### src/hw/mc_pkg.sv
/*
  Shared widths, field types and constants for the manycore wrapper model.
  The array is fixed at one tile row (y=0) and one cache row (y=1).
  Any x at or beyond the row size is stray and goes to the tie-off.
*/

package mc_pkg;

  // field widths
  localparam int X_CORD_W  = 2;
  localparam int Y_CORD_W  = 1;
  localparam int ADDR_W    = 4;
  localparam int DATA_W    = 32;
  localparam int LOAD_ID_W = 2;

  typedef logic [X_CORD_W-1:0]  x_cord_t;
  typedef logic [Y_CORD_W-1:0]  y_cord_t;
  typedef logic [ADDR_W-1:0]    addr_t;
  typedef logic [DATA_W-1:0]    data_t;
  typedef logic [LOAD_ID_W-1:0] load_id_t;

  // array shape
  localparam int      NUM_TILES_X = 2;
  localparam int      NUM_CACHE   = 2;
  localparam y_cord_t TILE_Y      = 1'b0;
  localparam y_cord_t CACHE_Y     = 1'b1;

  // words per tile data memory
  localparam int MEM_WORDS = 1 << ADDR_W;

  // loader may have this many requests in flight
  localparam int NUM_CREDITS = 4;

  typedef logic [$clog2(NUM_CREDITS+1)-1:0] credit_t;

  typedef enum logic [0:0] {
    OP_STORE = 1'b0,
    OP_LOAD  = 1'b1
  } mc_op_e;

  typedef enum logic [2:0] {
    ARB_TILE0  = 3'd0,
    ARB_TILE1  = 3'd1,
    ARB_CACHE0 = 3'd2,
    ARB_CACHE1 = 3'd3,
    ARB_STRAY  = 3'd4
  } arb_state_e;

endpackage

### src/hw/mc_router.sv
/*
  One-entry request register with destination decode.
  Offers the held packet to exactly one tile, cache port or the tie-off.
  req_v_i must already be qualified by loader credits.
*/

`timescale 1ns/1ps

module mc_router (
  input  logic                                clk_i,
  input  logic                                arst_n_i,
  input  logic                                req_v_i,
  input  mc_pkg::x_cord_t                     req_x_i,
  input  mc_pkg::y_cord_t                     req_y_i,
  input  mc_pkg::mc_op_e                      req_op_i,
  input  mc_pkg::addr_t                       req_addr_i,
  input  mc_pkg::data_t                       req_data_i,
  input  mc_pkg::load_id_t                    req_id_i,
  output logic                                req_ready_o,
  output logic [mc_pkg::NUM_TILES_X-1:0]      tile_v_o,
  output logic [mc_pkg::NUM_CACHE-1:0]        cache_v_o,
  output logic                                stray_v_o,
  input  logic [mc_pkg::NUM_TILES_X-1:0]      tile_ready_i,
  input  logic [mc_pkg::NUM_CACHE-1:0]        cache_ready_i,
  input  logic                                stray_ready_i,
  output mc_pkg::mc_op_e                      out_op_o,
  output mc_pkg::addr_t                       out_addr_o,
  output mc_pkg::data_t                       out_data_o,
  output mc_pkg::load_id_t                    out_id_o
);
  import mc_pkg::*;

  logic                   full_q;
  logic                   accept;
  logic                   drain;
  logic [NUM_TILES_X-1:0] tile_sel_d;
  logic [NUM_TILES_X-1:0] tile_sel_q;
  logic [NUM_CACHE-1:0]   cache_sel_d;
  logic [NUM_CACHE-1:0]   cache_sel_q;
  logic                   stray_sel_d;
  logic                   stray_sel_q;

  // destination decode from coordinates
  always_comb begin
    for (int i = 0; i < NUM_TILES_X; i++) begin
      tile_sel_d[i] = (req_y_i == TILE_Y) && (req_x_i == x_cord_t'(i));
    end
    for (int i = 0; i < NUM_CACHE; i++) begin
      cache_sel_d[i] = (req_y_i == CACHE_Y) && (req_x_i == x_cord_t'(i));
    end
    stray_sel_d = ~(|tile_sel_d) & ~(|cache_sel_d);
  end

  assign tile_v_o  = {NUM_TILES_X{full_q}} & tile_sel_q;
  assign cache_v_o = {NUM_CACHE{full_q}} & cache_sel_q;
  assign stray_v_o = full_q & stray_sel_q;

  assign drain = (|(tile_v_o & tile_ready_i)) | (|(cache_v_o & cache_ready_i)) |
                 (stray_v_o & stray_ready_i);

  // entry can refill in the cycle it drains
  assign req_ready_o = ~full_q | drain;
  assign accept      = req_v_i & req_ready_o;

  always_ff @(posedge clk_i or negedge arst_n_i) begin
    if (!arst_n_i) begin
      full_q      <= 1'b0;
      tile_sel_q  <= '0;
      cache_sel_q <= '0;
      stray_sel_q <= 1'b0;
    end else if (accept) begin
      full_q      <= 1'b1;
      tile_sel_q  <= tile_sel_d;
      cache_sel_q <= cache_sel_d;
      stray_sel_q <= stray_sel_d;
    end else if (drain) begin
      full_q <= 1'b0;
    end
  end

  always_ff @(posedge clk_i) begin
    if (accept) begin
      out_op_o   <= req_op_i;
      out_addr_o <= req_addr_i;
      out_data_o <= req_data_i;
      out_id_o   <= req_id_i;
    end
  end

endmodule

### src/hw/mc_tile.sv
/*
  Compute tile reduced to its data memory.
  Memory clears on reset. One response is held at a time and
  no request is taken until that response is accepted.
*/

`timescale 1ns/1ps

module mc_tile (
  input  logic             clk_i,
  input  logic             arst_n_i,
  input  logic             req_v_i,
  input  mc_pkg::mc_op_e   req_op_i,
  input  mc_pkg::addr_t    req_addr_i,
  input  mc_pkg::data_t    req_data_i,
  input  mc_pkg::load_id_t req_id_i,
  output logic             req_ready_o,
  output logic             resp_v_o,
  output mc_pkg::data_t    resp_data_o,
  output mc_pkg::load_id_t resp_id_o,
  input  logic             resp_ready_i
);
  import mc_pkg::*;

  data_t mem_q [MEM_WORDS];
  logic  req_fire;

  assign req_ready_o = ~resp_v_o;
  assign req_fire    = req_v_i & req_ready_o;

  always_ff @(posedge clk_i or negedge arst_n_i) begin
    if (!arst_n_i) begin
      for (int w = 0; w < MEM_WORDS; w++) begin
        mem_q[w] <= '0;
      end
    end else if (req_fire && req_op_i == OP_STORE) begin
      mem_q[req_addr_i] <= req_data_i;
    end
  end

  always_ff @(posedge clk_i or negedge arst_n_i) begin
    if (!arst_n_i) begin
      resp_v_o <= 1'b0;
    end else if (req_fire) begin
      resp_v_o <= 1'b1;
    end else if (resp_ready_i) begin
      resp_v_o <= 1'b0;
    end
  end

  // stores answer with zero data
  always_ff @(posedge clk_i) begin
    if (req_fire) begin
      resp_data_o <= (req_op_i == OP_LOAD) ? mem_q[req_addr_i] : '0;
      resp_id_o   <= req_id_i;
    end
  end

endmodule

### src/hw/mc_link_tieoff.sv
/*
  Sink for requests with no real destination.
  Only the id is kept; the arbiter marks the response as an error.
*/

`timescale 1ns/1ps

module mc_link_tieoff (
  input  logic             clk_i,
  input  logic             arst_n_i,
  input  logic             req_v_i,
  input  mc_pkg::load_id_t req_id_i,
  output logic             req_ready_o,
  output logic             resp_v_o,
  output mc_pkg::load_id_t resp_id_o,
  input  logic             resp_ready_i
);
  import mc_pkg::*;

  load_id_t id_q;
  logic     req_fire;

  assign req_ready_o = ~resp_v_o;
  assign req_fire    = req_v_i & req_ready_o;
  assign resp_id_o   = id_q;

  always_ff @(posedge clk_i or negedge arst_n_i) begin
    if (!arst_n_i) begin
      resp_v_o <= 1'b0;
    end else if (req_fire) begin
      resp_v_o <= 1'b1;
    end else if (resp_ready_i) begin
      resp_v_o <= 1'b0;
    end
  end

  always_ff @(posedge clk_i) begin
    if (req_fire) begin
      id_q <= req_id_i;
    end
  end

endmodule

### src/hw/mc_credit_counter.sv
/*
  Loader credit pool, starts full after reset.
  take_i and give_i are transfers, not requests; the caller
  must never give back more credits than were taken.
*/

`timescale 1ns/1ps

module mc_credit_counter (
  input  logic clk_i,
  input  logic arst_n_i,
  input  logic take_i,
  input  logic give_i,
  output logic avail_o
);
  import mc_pkg::*;

  credit_t count_q;

  always_ff @(posedge clk_i or negedge arst_n_i) begin
    if (!arst_n_i) begin
      count_q <= credit_t'(NUM_CREDITS);
    end else begin
      // take and give in one cycle cancel
      unique case ({take_i, give_i})
        2'b10:   count_q <= count_q - credit_t'(1);
        2'b01:   count_q <= count_q + credit_t'(1);
        default: count_q <= count_q;
      endcase
    end
  end

  assign avail_o = (count_q != '0);

endmodule

### src/hw/mc_resp_arbiter.sv
/*
  Round-robin response merge toward the loader.
  Grant holds until the granted response transfers, and skips ahead
  when the granted source is idle. Output path is combinational.
*/

`timescale 1ns/1ps

module mc_resp_arbiter (
  input  logic                                  clk_i,
  input  logic                                  arst_n_i,
  input  logic [mc_pkg::NUM_TILES_X-1:0]        tile_v_i,
  input  mc_pkg::data_t [mc_pkg::NUM_TILES_X-1:0]    tile_data_i,
  input  mc_pkg::load_id_t [mc_pkg::NUM_TILES_X-1:0] tile_id_i,
  output logic [mc_pkg::NUM_TILES_X-1:0]        tile_ready_o,
  input  logic [mc_pkg::NUM_CACHE-1:0]          cache_v_i,
  input  mc_pkg::data_t [mc_pkg::NUM_CACHE-1:0]      cache_data_i,
  input  mc_pkg::load_id_t [mc_pkg::NUM_CACHE-1:0]   cache_id_i,
  output logic [mc_pkg::NUM_CACHE-1:0]          cache_ready_o,
  input  logic                                  stray_v_i,
  input  mc_pkg::load_id_t                      stray_id_i,
  output logic                                  stray_ready_o,
  output logic                                  resp_v_o,
  output mc_pkg::data_t                         resp_data_o,
  output mc_pkg::load_id_t                      resp_id_o,
  output logic                                  resp_err_o,
  input  logic                                  resp_ready_i
);
  import mc_pkg::*;

  arb_state_e state_q;
  arb_state_e state_d;

  // forward only the granted source
  always_comb begin
    resp_v_o      = 1'b0;
    resp_data_o   = '0;
    resp_id_o     = '0;
    resp_err_o    = 1'b0;
    tile_ready_o  = '0;
    cache_ready_o = '0;
    stray_ready_o = 1'b0;
    unique case (state_q)
      ARB_TILE0: begin
        resp_v_o        = tile_v_i[0];
        resp_data_o     = tile_data_i[0];
        resp_id_o       = tile_id_i[0];
        tile_ready_o[0] = resp_ready_i;
      end
      ARB_TILE1: begin
        resp_v_o        = tile_v_i[1];
        resp_data_o     = tile_data_i[1];
        resp_id_o       = tile_id_i[1];
        tile_ready_o[1] = resp_ready_i;
      end
      ARB_CACHE0: begin
        resp_v_o         = cache_v_i[0];
        resp_data_o      = cache_data_i[0];
        resp_id_o        = cache_id_i[0];
        cache_ready_o[0] = resp_ready_i;
      end
      ARB_CACHE1: begin
        resp_v_o         = cache_v_i[1];
        resp_data_o      = cache_data_i[1];
        resp_id_o        = cache_id_i[1];
        cache_ready_o[1] = resp_ready_i;
      end
      ARB_STRAY: begin
        // error response, data stays zero
        resp_v_o      = stray_v_i;
        resp_id_o     = stray_id_i;
        resp_err_o    = 1'b1;
        stray_ready_o = resp_ready_i;
      end
      default: ;
    endcase
  end

  always_comb begin
    state_d = state_q;
    if (!resp_v_o || resp_ready_i) begin
      unique case (state_q)
        ARB_TILE0:  state_d = ARB_TILE1;
        ARB_TILE1:  state_d = ARB_CACHE0;
        ARB_CACHE0: state_d = ARB_CACHE1;
        ARB_CACHE1: state_d = ARB_STRAY;
        default:    state_d = ARB_TILE0;
      endcase
    end
  end

  always_ff @(posedge clk_i or negedge arst_n_i) begin
    if (!arst_n_i) begin
      state_q <= ARB_TILE0;
    end else begin
      state_q <= state_d;
    end
  end

endmodule

### src/hw/mc_wrapper.sv
/*
  Two-tile manycore model behind a single loader port.
  Cache ports sit on row CACHE_Y and are modelled outside.
  Cache request payload is shared; only the per-port valid differs.
*/

`timescale 1ns/1ps

module mc_wrapper (
  input  logic                                      clk_i,
  input  logic                                      arst_n_i,
  input  logic                                      req_v_i,
  input  mc_pkg::x_cord_t                           req_x_i,
  input  mc_pkg::y_cord_t                           req_y_i,
  input  mc_pkg::mc_op_e                            req_op_i,
  input  mc_pkg::addr_t                             req_addr_i,
  input  mc_pkg::data_t                             req_data_i,
  input  mc_pkg::load_id_t                          req_id_i,
  output logic                                      req_ready_o,
  output logic                                      resp_v_o,
  output mc_pkg::data_t                             resp_data_o,
  output mc_pkg::load_id_t                          resp_id_o,
  output logic                                      resp_err_o,
  input  logic                                      resp_ready_i,
  output logic [mc_pkg::NUM_CACHE-1:0]              cache_req_v_o,
  output mc_pkg::mc_op_e                            cache_req_op_o,
  output mc_pkg::addr_t                             cache_req_addr_o,
  output mc_pkg::data_t                             cache_req_data_o,
  output mc_pkg::load_id_t                          cache_req_id_o,
  input  logic [mc_pkg::NUM_CACHE-1:0]              cache_req_ready_i,
  input  logic [mc_pkg::NUM_CACHE-1:0]              cache_resp_v_i,
  input  mc_pkg::data_t [mc_pkg::NUM_CACHE-1:0]     cache_resp_data_i,
  input  mc_pkg::load_id_t [mc_pkg::NUM_CACHE-1:0]  cache_resp_id_i,
  output logic [mc_pkg::NUM_CACHE-1:0]              cache_resp_ready_o,
  output mc_pkg::x_cord_t [mc_pkg::NUM_CACHE-1:0]   cache_x_o,
  output mc_pkg::y_cord_t [mc_pkg::NUM_CACHE-1:0]   cache_y_o
);
  import mc_pkg::*;

  logic                              credit_avail;
  logic                              rtr_req_v;
  logic                              rtr_req_ready;
  logic [NUM_TILES_X-1:0]            tile_req_v;
  logic [NUM_TILES_X-1:0]            tile_req_ready;
  logic [NUM_TILES_X-1:0]            tile_resp_v;
  data_t [NUM_TILES_X-1:0]           tile_resp_data;
  load_id_t [NUM_TILES_X-1:0]        tile_resp_id;
  logic [NUM_TILES_X-1:0]            tile_resp_ready;
  logic                              stray_req_v;
  logic                              stray_req_ready;
  logic                              stray_resp_v;
  load_id_t                          stray_resp_id;
  logic                              stray_resp_ready;

  // loader sees ready only with a free credit and out of reset
  assign rtr_req_v   = req_v_i & credit_avail;
  assign req_ready_o = arst_n_i & credit_avail & rtr_req_ready;

  mc_credit_counter u_credit (
    .clk_i    (clk_i),
    .arst_n_i (arst_n_i),
    .take_i   (req_v_i & req_ready_o),
    .give_i   (resp_v_o & resp_ready_i),
    .avail_o  (credit_avail)
  );

  mc_router u_router (
    .clk_i         (clk_i),
    .arst_n_i      (arst_n_i),
    .req_v_i       (rtr_req_v),
    .req_x_i       (req_x_i),
    .req_y_i       (req_y_i),
    .req_op_i      (req_op_i),
    .req_addr_i    (req_addr_i),
    .req_data_i    (req_data_i),
    .req_id_i      (req_id_i),
    .req_ready_o   (rtr_req_ready),
    .tile_v_o      (tile_req_v),
    .cache_v_o     (cache_req_v_o),
    .stray_v_o     (stray_req_v),
    .tile_ready_i  (tile_req_ready),
    .cache_ready_i (cache_req_ready_i),
    .stray_ready_i (stray_req_ready),
    .out_op_o      (cache_req_op_o),
    .out_addr_o    (cache_req_addr_o),
    .out_data_o    (cache_req_data_o),
    .out_id_o      (cache_req_id_o)
  );

  for (genvar i = 0; i < NUM_TILES_X; i++) begin : g_tile
    mc_tile u_tile (
      .clk_i        (clk_i),
      .arst_n_i     (arst_n_i),
      .req_v_i      (tile_req_v[i]),
      .req_op_i     (cache_req_op_o),
      .req_addr_i   (cache_req_addr_o),
      .req_data_i   (cache_req_data_o),
      .req_id_i     (cache_req_id_o),
      .req_ready_o  (tile_req_ready[i]),
      .resp_v_o     (tile_resp_v[i]),
      .resp_data_o  (tile_resp_data[i]),
      .resp_id_o    (tile_resp_id[i]),
      .resp_ready_i (tile_resp_ready[i])
    );
  end

  mc_link_tieoff u_tieoff (
    .clk_i        (clk_i),
    .arst_n_i     (arst_n_i),
    .req_v_i      (stray_req_v),
    .req_id_i     (cache_req_id_o),
    .req_ready_o  (stray_req_ready),
    .resp_v_o     (stray_resp_v),
    .resp_id_o    (stray_resp_id),
    .resp_ready_i (stray_resp_ready)
  );

  mc_resp_arbiter u_arb (
    .clk_i         (clk_i),
    .arst_n_i      (arst_n_i),
    .tile_v_i      (tile_resp_v),
    .tile_data_i   (tile_resp_data),
    .tile_id_i     (tile_resp_id),
    .tile_ready_o  (tile_resp_ready),
    .cache_v_i     (cache_resp_v_i),
    .cache_data_i  (cache_resp_data_i),
    .cache_id_i    (cache_resp_id_i),
    .cache_ready_o (cache_resp_ready_o),
    .stray_v_i     (stray_resp_v),
    .stray_id_i    (stray_resp_id),
    .stray_ready_o (stray_resp_ready),
    .resp_v_o      (resp_v_o),
    .resp_data_o   (resp_data_o),
    .resp_id_o     (resp_id_o),
    .resp_err_o    (resp_err_o),
    .resp_ready_i  (resp_ready_i)
  );

  // south ports: x is the port index, y the cache row
  for (genvar i = 0; i < NUM_CACHE; i++) begin : g_cache_cord
    assign cache_x_o[i] = x_cord_t'(i);
    assign cache_y_o[i] = CACHE_Y;
  end

endmodule

### config.mk
export PLATFORM = sky130hd
export DESIGN_NAME = mc_wrapper
export DESIGN_NICKNAME = d
export VERILOG_FILES = /design/src/hw/mc_pkg.sv /design/src/hw/mc_router.sv /design/src/hw/mc_tile.sv /design/src/hw/mc_link_tieoff.sv /design/src/hw/mc_credit_counter.sv /design/src/hw/mc_resp_arbiter.sv /design/src/hw/mc_wrapper.sv
export SDC_FILE = /design/constraint.sdc
export NUM_CORES = 2
export LEC_CHECK = 0
export BUFFER_PORTS_ARGS = -buffer_cell sky130_fd_sc_hd__buf_2
export CORE_MARGIN = 3
export CORE_UTILIZATION = 60
export DETAILED_ROUTE_END_ITERATION = 10
export GPL_ROUTABILITY_DRIVEN = 0
export PLACE_DENSITY_LB_ADDON = 0.2
export SYNTH_ARGS = -nofsm -noshare
export SYNTH_HDL_FRONTEND = slang
export SYNTH_SLANG_ARGS = --single-unit
### constraint.sdc
create_clock -name clk_i -period 3.4 [get_ports clk_i]
set_clock_uncertainty 0.2 [all_clocks]
set_input_delay 0.51 -clock clk_i [delete_from_list [all_inputs] [get_ports clk_i]]
set_output_delay 0.51 -clock clk_i [all_outputs]
set_load 0.05 [all_outputs]
==> impl_metrics.yaml <==
layout:
  final_cells: 4805
  drive_above_1_share_pct: 45.7
  fin_util_pct: 69.2
  area_growth_pct: 13.8
  nets: 3687
  antenna_cells: 0
cts:
  cts_htree_levels: 3
  cts.sink_count: 1148
  cts_tree: "yes"
  root_buffer: "clkbuf_16"
  path_clk_slew_ns: 0.06
  cts_buffer_depth: 3
  clk_latency_ns: 0.68
  cts_buffers: 118
floorplanning:
  die_h_um: 298
  initial_core_util_pct: 60.8
  dieArea_um2: 88700
  num_rows: 106
  core_um2: 84000
  io_pins: 204
  die_w_um: 298
synth:
  synth-edff-count: 109
  synthCells: 3397
  syn-cell-area_um2: 51100
  synth_cell_types: 49
  synth_flop_cell: "dfrtp_1"
  synth_warnings: 0
  avgSynthCellArea_um2: 15.0
  yosysSeqAreaShare_pct: 57.3
  synth-seq-cells: 1148
  synthArstFlopShare_pct: 90.5
setup_path:
  rr_endpoint: "g_tile[1].u_tile.resp_data_o[25]"
  r2r_cells: 6
  critical_path_class: "reg -> out"
  critical_path_required_ns: 2.69
  cp-start-kind: "flop"
  r2r_start: "u_router.out_addr_o[1]"
  reg2reg_slack_ns: 0.44
  critPathCaptureType: "primary output"
  worstPathMaxFanout: 16
  crit_arrival_ns: 2.67
detailed_routing:
  drcViolationCount: 0
  wl_met2_um: 66500
  wl_met1_um: 57200
  wl_met3_um: 10800
  drt_pass1_iterations: 5
  via_count: 31300
  viasPerCell: 6.50
  postRouteWirelength_um: 139000
  ant_nets: 0
  top_layer_used: "met5"
  drt_iter0_markers: 2756
  wl_per_cell_um: 28.9
worst_hold_path:
  hold_depth: 4
  min_from: "cache_resp_v_i[0]"
  hp-class: "in -> reg"
  hold_end: "u_arb.state_q[0]"
sta:
  period_share_pct: 99.5
  period_needed_ns: 3.38
  slew_headroom_pct: 16.4
  holdWs_ns: 0.0407
  hold_viol_final: 0
  worstMarginPinSlew_ns: 1.25
  finalMaxSlewViolations: 0
  fmax_ghz: 0.296
  setup_violations: 0
global_routing:
  grt-ovfl-total: 0
  grt_pass1_wl_um: 209000
  grt_max_degree: 187
  antenna_found_initial: 4
  first_global_vias: 33300
  grt_usage_pct: 31.3
power:
  p_leak_nw: 28.4
  p_total_w: 0.0468
  switching_power_w: 0.0154
  peakVddDrop_mv: 0.901
  p_int_w: 0.0314
  p_sw_share_pct: 32.9
  combPwrFrac_pct: 28.8
  pwr-share-clk_pct: 28.1
  power.density_nw_per_um2: 805
  seqPwrFrac_pct: 43.1
placed_design:
  dp.cells: 4531
  dp_hpwl_um: 79800
  io_buffer_count: 197
run:
  cap_violations: 0
run_status:
  status: "finished, final reports clean"
[routing by layer]
layer / global-route usage [%] / vias to the layer above
met1: 42.4 / 16700
met4: 10.4 / 4
li1: - / 13000
met2: 51.0 / 1287
met3: 6.48 / 290
met5: 0 / -
[state kept, by name, summed over array words and instances, names as in the netlist, 2 cells and up]
name / cells
g_tile.u_tile.mem_q: 1024
g_tile.u_tile.resp_data_o: 64
u_router.out_data_o: 32
g_tile.u_tile.resp_id_o: 4
u_router.out_addr_o: 4
u_arb.state_q: 3
u_credit.count_q: 3
g_tile.u_tile.resp_v_o: 2
u_router.cache_sel_q: 2
u_router.out_id_o: 2
u_router.tile_sel_q: 2
u_tieoff.resp_id_o: 2
[critical path, stage by stage (launching register included)]
cell     delay [ns]
dfrtp_1        0.53
nor3b_4        0.26
buf_4          0.19
buf_6          0.31
a22o_1         0.29
a221o_1        0.13
buf_2          0.25
[synthesized netlist by cell type (3+ instances only)]
| master | count | area, um^2 |
|---|---|---|
| inv_1 | 7 | 26.3 |
| edfxtp_1 | 109 | 3270 |
| a22o_1 | 32 | 280 |
| nor3b_1 | 3 | 22.5 |
| nor2b_1 | 4 | 25.0 |
| mux2i_1 | 260 | 2600 |
| buf_1 | 37 | 139 |
| a221o_1 | 34 | 340 |
| buf_2 | 115 | 576 |
| buf_4 | 10 | 75.1 |
| nor3_1 | 5 | 25.0 |
| nand2b_1 | 7 | 43.8 |
| mux2_2 | 986 | 11100 |
| o21ai_0 | 65 | 325 |
| and2_1 | 9 | 56.3 |
| a22oi_1 | 192 | 1440 |
| dfrtp_1 | 1038 | 26000 |
| mux2_1 | 45 | 507 |
| nor2_1 | 15 | 56.3 |
| nand2_1 | 100 | 375 |
| clkbuf_1 | 161 | 604 |
| mux4_2 | 128 | 2880 |
[power by group through the flow]
stage / Clock [W] / Combinational, W / Sequential [W]
after global routing: 0.0139 / 0.0143 / 0.0206
after floorplan: 0 / 0.00955 / 0.0196
after CTS: 0.0133 / 0.0134 / 0.0201
after global placement: 0 / 0.0128 / 0.0199
after detailed placement: 0 / 0.0132 / 0.0203
final: 0.0131 / 0.0135 / 0.0202
[worst max path at each step]
stage | start | to | slack (ns) | depth (start not counted)
finish | u_arb.state_q[2] | resp_data_o[23] | 0.02 | 6
CTS | u_arb.state_q[1] | resp_data_o[29] | 0.04 | 5
global placement | u_router.out_addr_o[1] | g_tile[0].u_tile.resp_data_o[26] | 0.58 | 6
floorplan | u_arb.state_q[0] | u_credit.count_q[2] | 0.43 | 10
detailed placement | u_router.out_addr_o[1] | g_tile[1].u_tile.resp_data_o[25] | 0.49 | 6
global route | u_arb.state_q[2] | resp_data_o[22] | -0.008 | 6
[per-stage QoR]
step	setup TNS, ns	cell area, um^2	worst slack (ns)
after floorplan	0	51100	0.429
after global placement	0	53600	0.579
after detailed placement	0	53600	0.486
after CTS	0	58100	0.0441
after global routing	-0.00804	58100	-0.00804
final	0	58100	0.0169
[logic make-up after synthesis]
logic type      after synthesis  share of synthesized area, %
compound gates              336                          4.89
xor+xnor                      3                        0.0515
fa+ha+maj                     2                        0.0637
buf+inv                     330                          2.78
flops                      1148                          57.3
mux                        1419                          33.5
other cells                   2                        0.0147
simple gates                157                          1.42
[layout by cell type (no fill, tap or decap), types with 33 or more instances in the layout]
master,count
clkbuf_16,122
mux2i_1,260
o21ai_0,65
mux2_2,986
buf_4,93
nand2_1,76
mux4_2,128
dlygate4sd3_1,44
clkbuf_1,33
a221o_1,34
a22oi_1,192
mux2_1,45
edfxtp_1,109
buf_2,196
dfrtp_1,1036
[what timing repair did]
item	4_1_cts	5_1_grt
hold endpoints to repair	79	0
hold buffers	44	0
setup buffers	3	2
endpoints found under the setup margin	26	7
resized for setup	2	4
pin swaps	1	1
gates cloned	0	1
[final cells by class]
cell class	count	area (um^2)
multi-input combinational	1923	20600
clock buffer	180	3510
tap	1134	1420
fill	5516	25800
timing repair buffer	369	2820
inverter	7	26.3
sequential	1148	29300
clock inverter	44	480
Power figures use the tool's default switching activity.
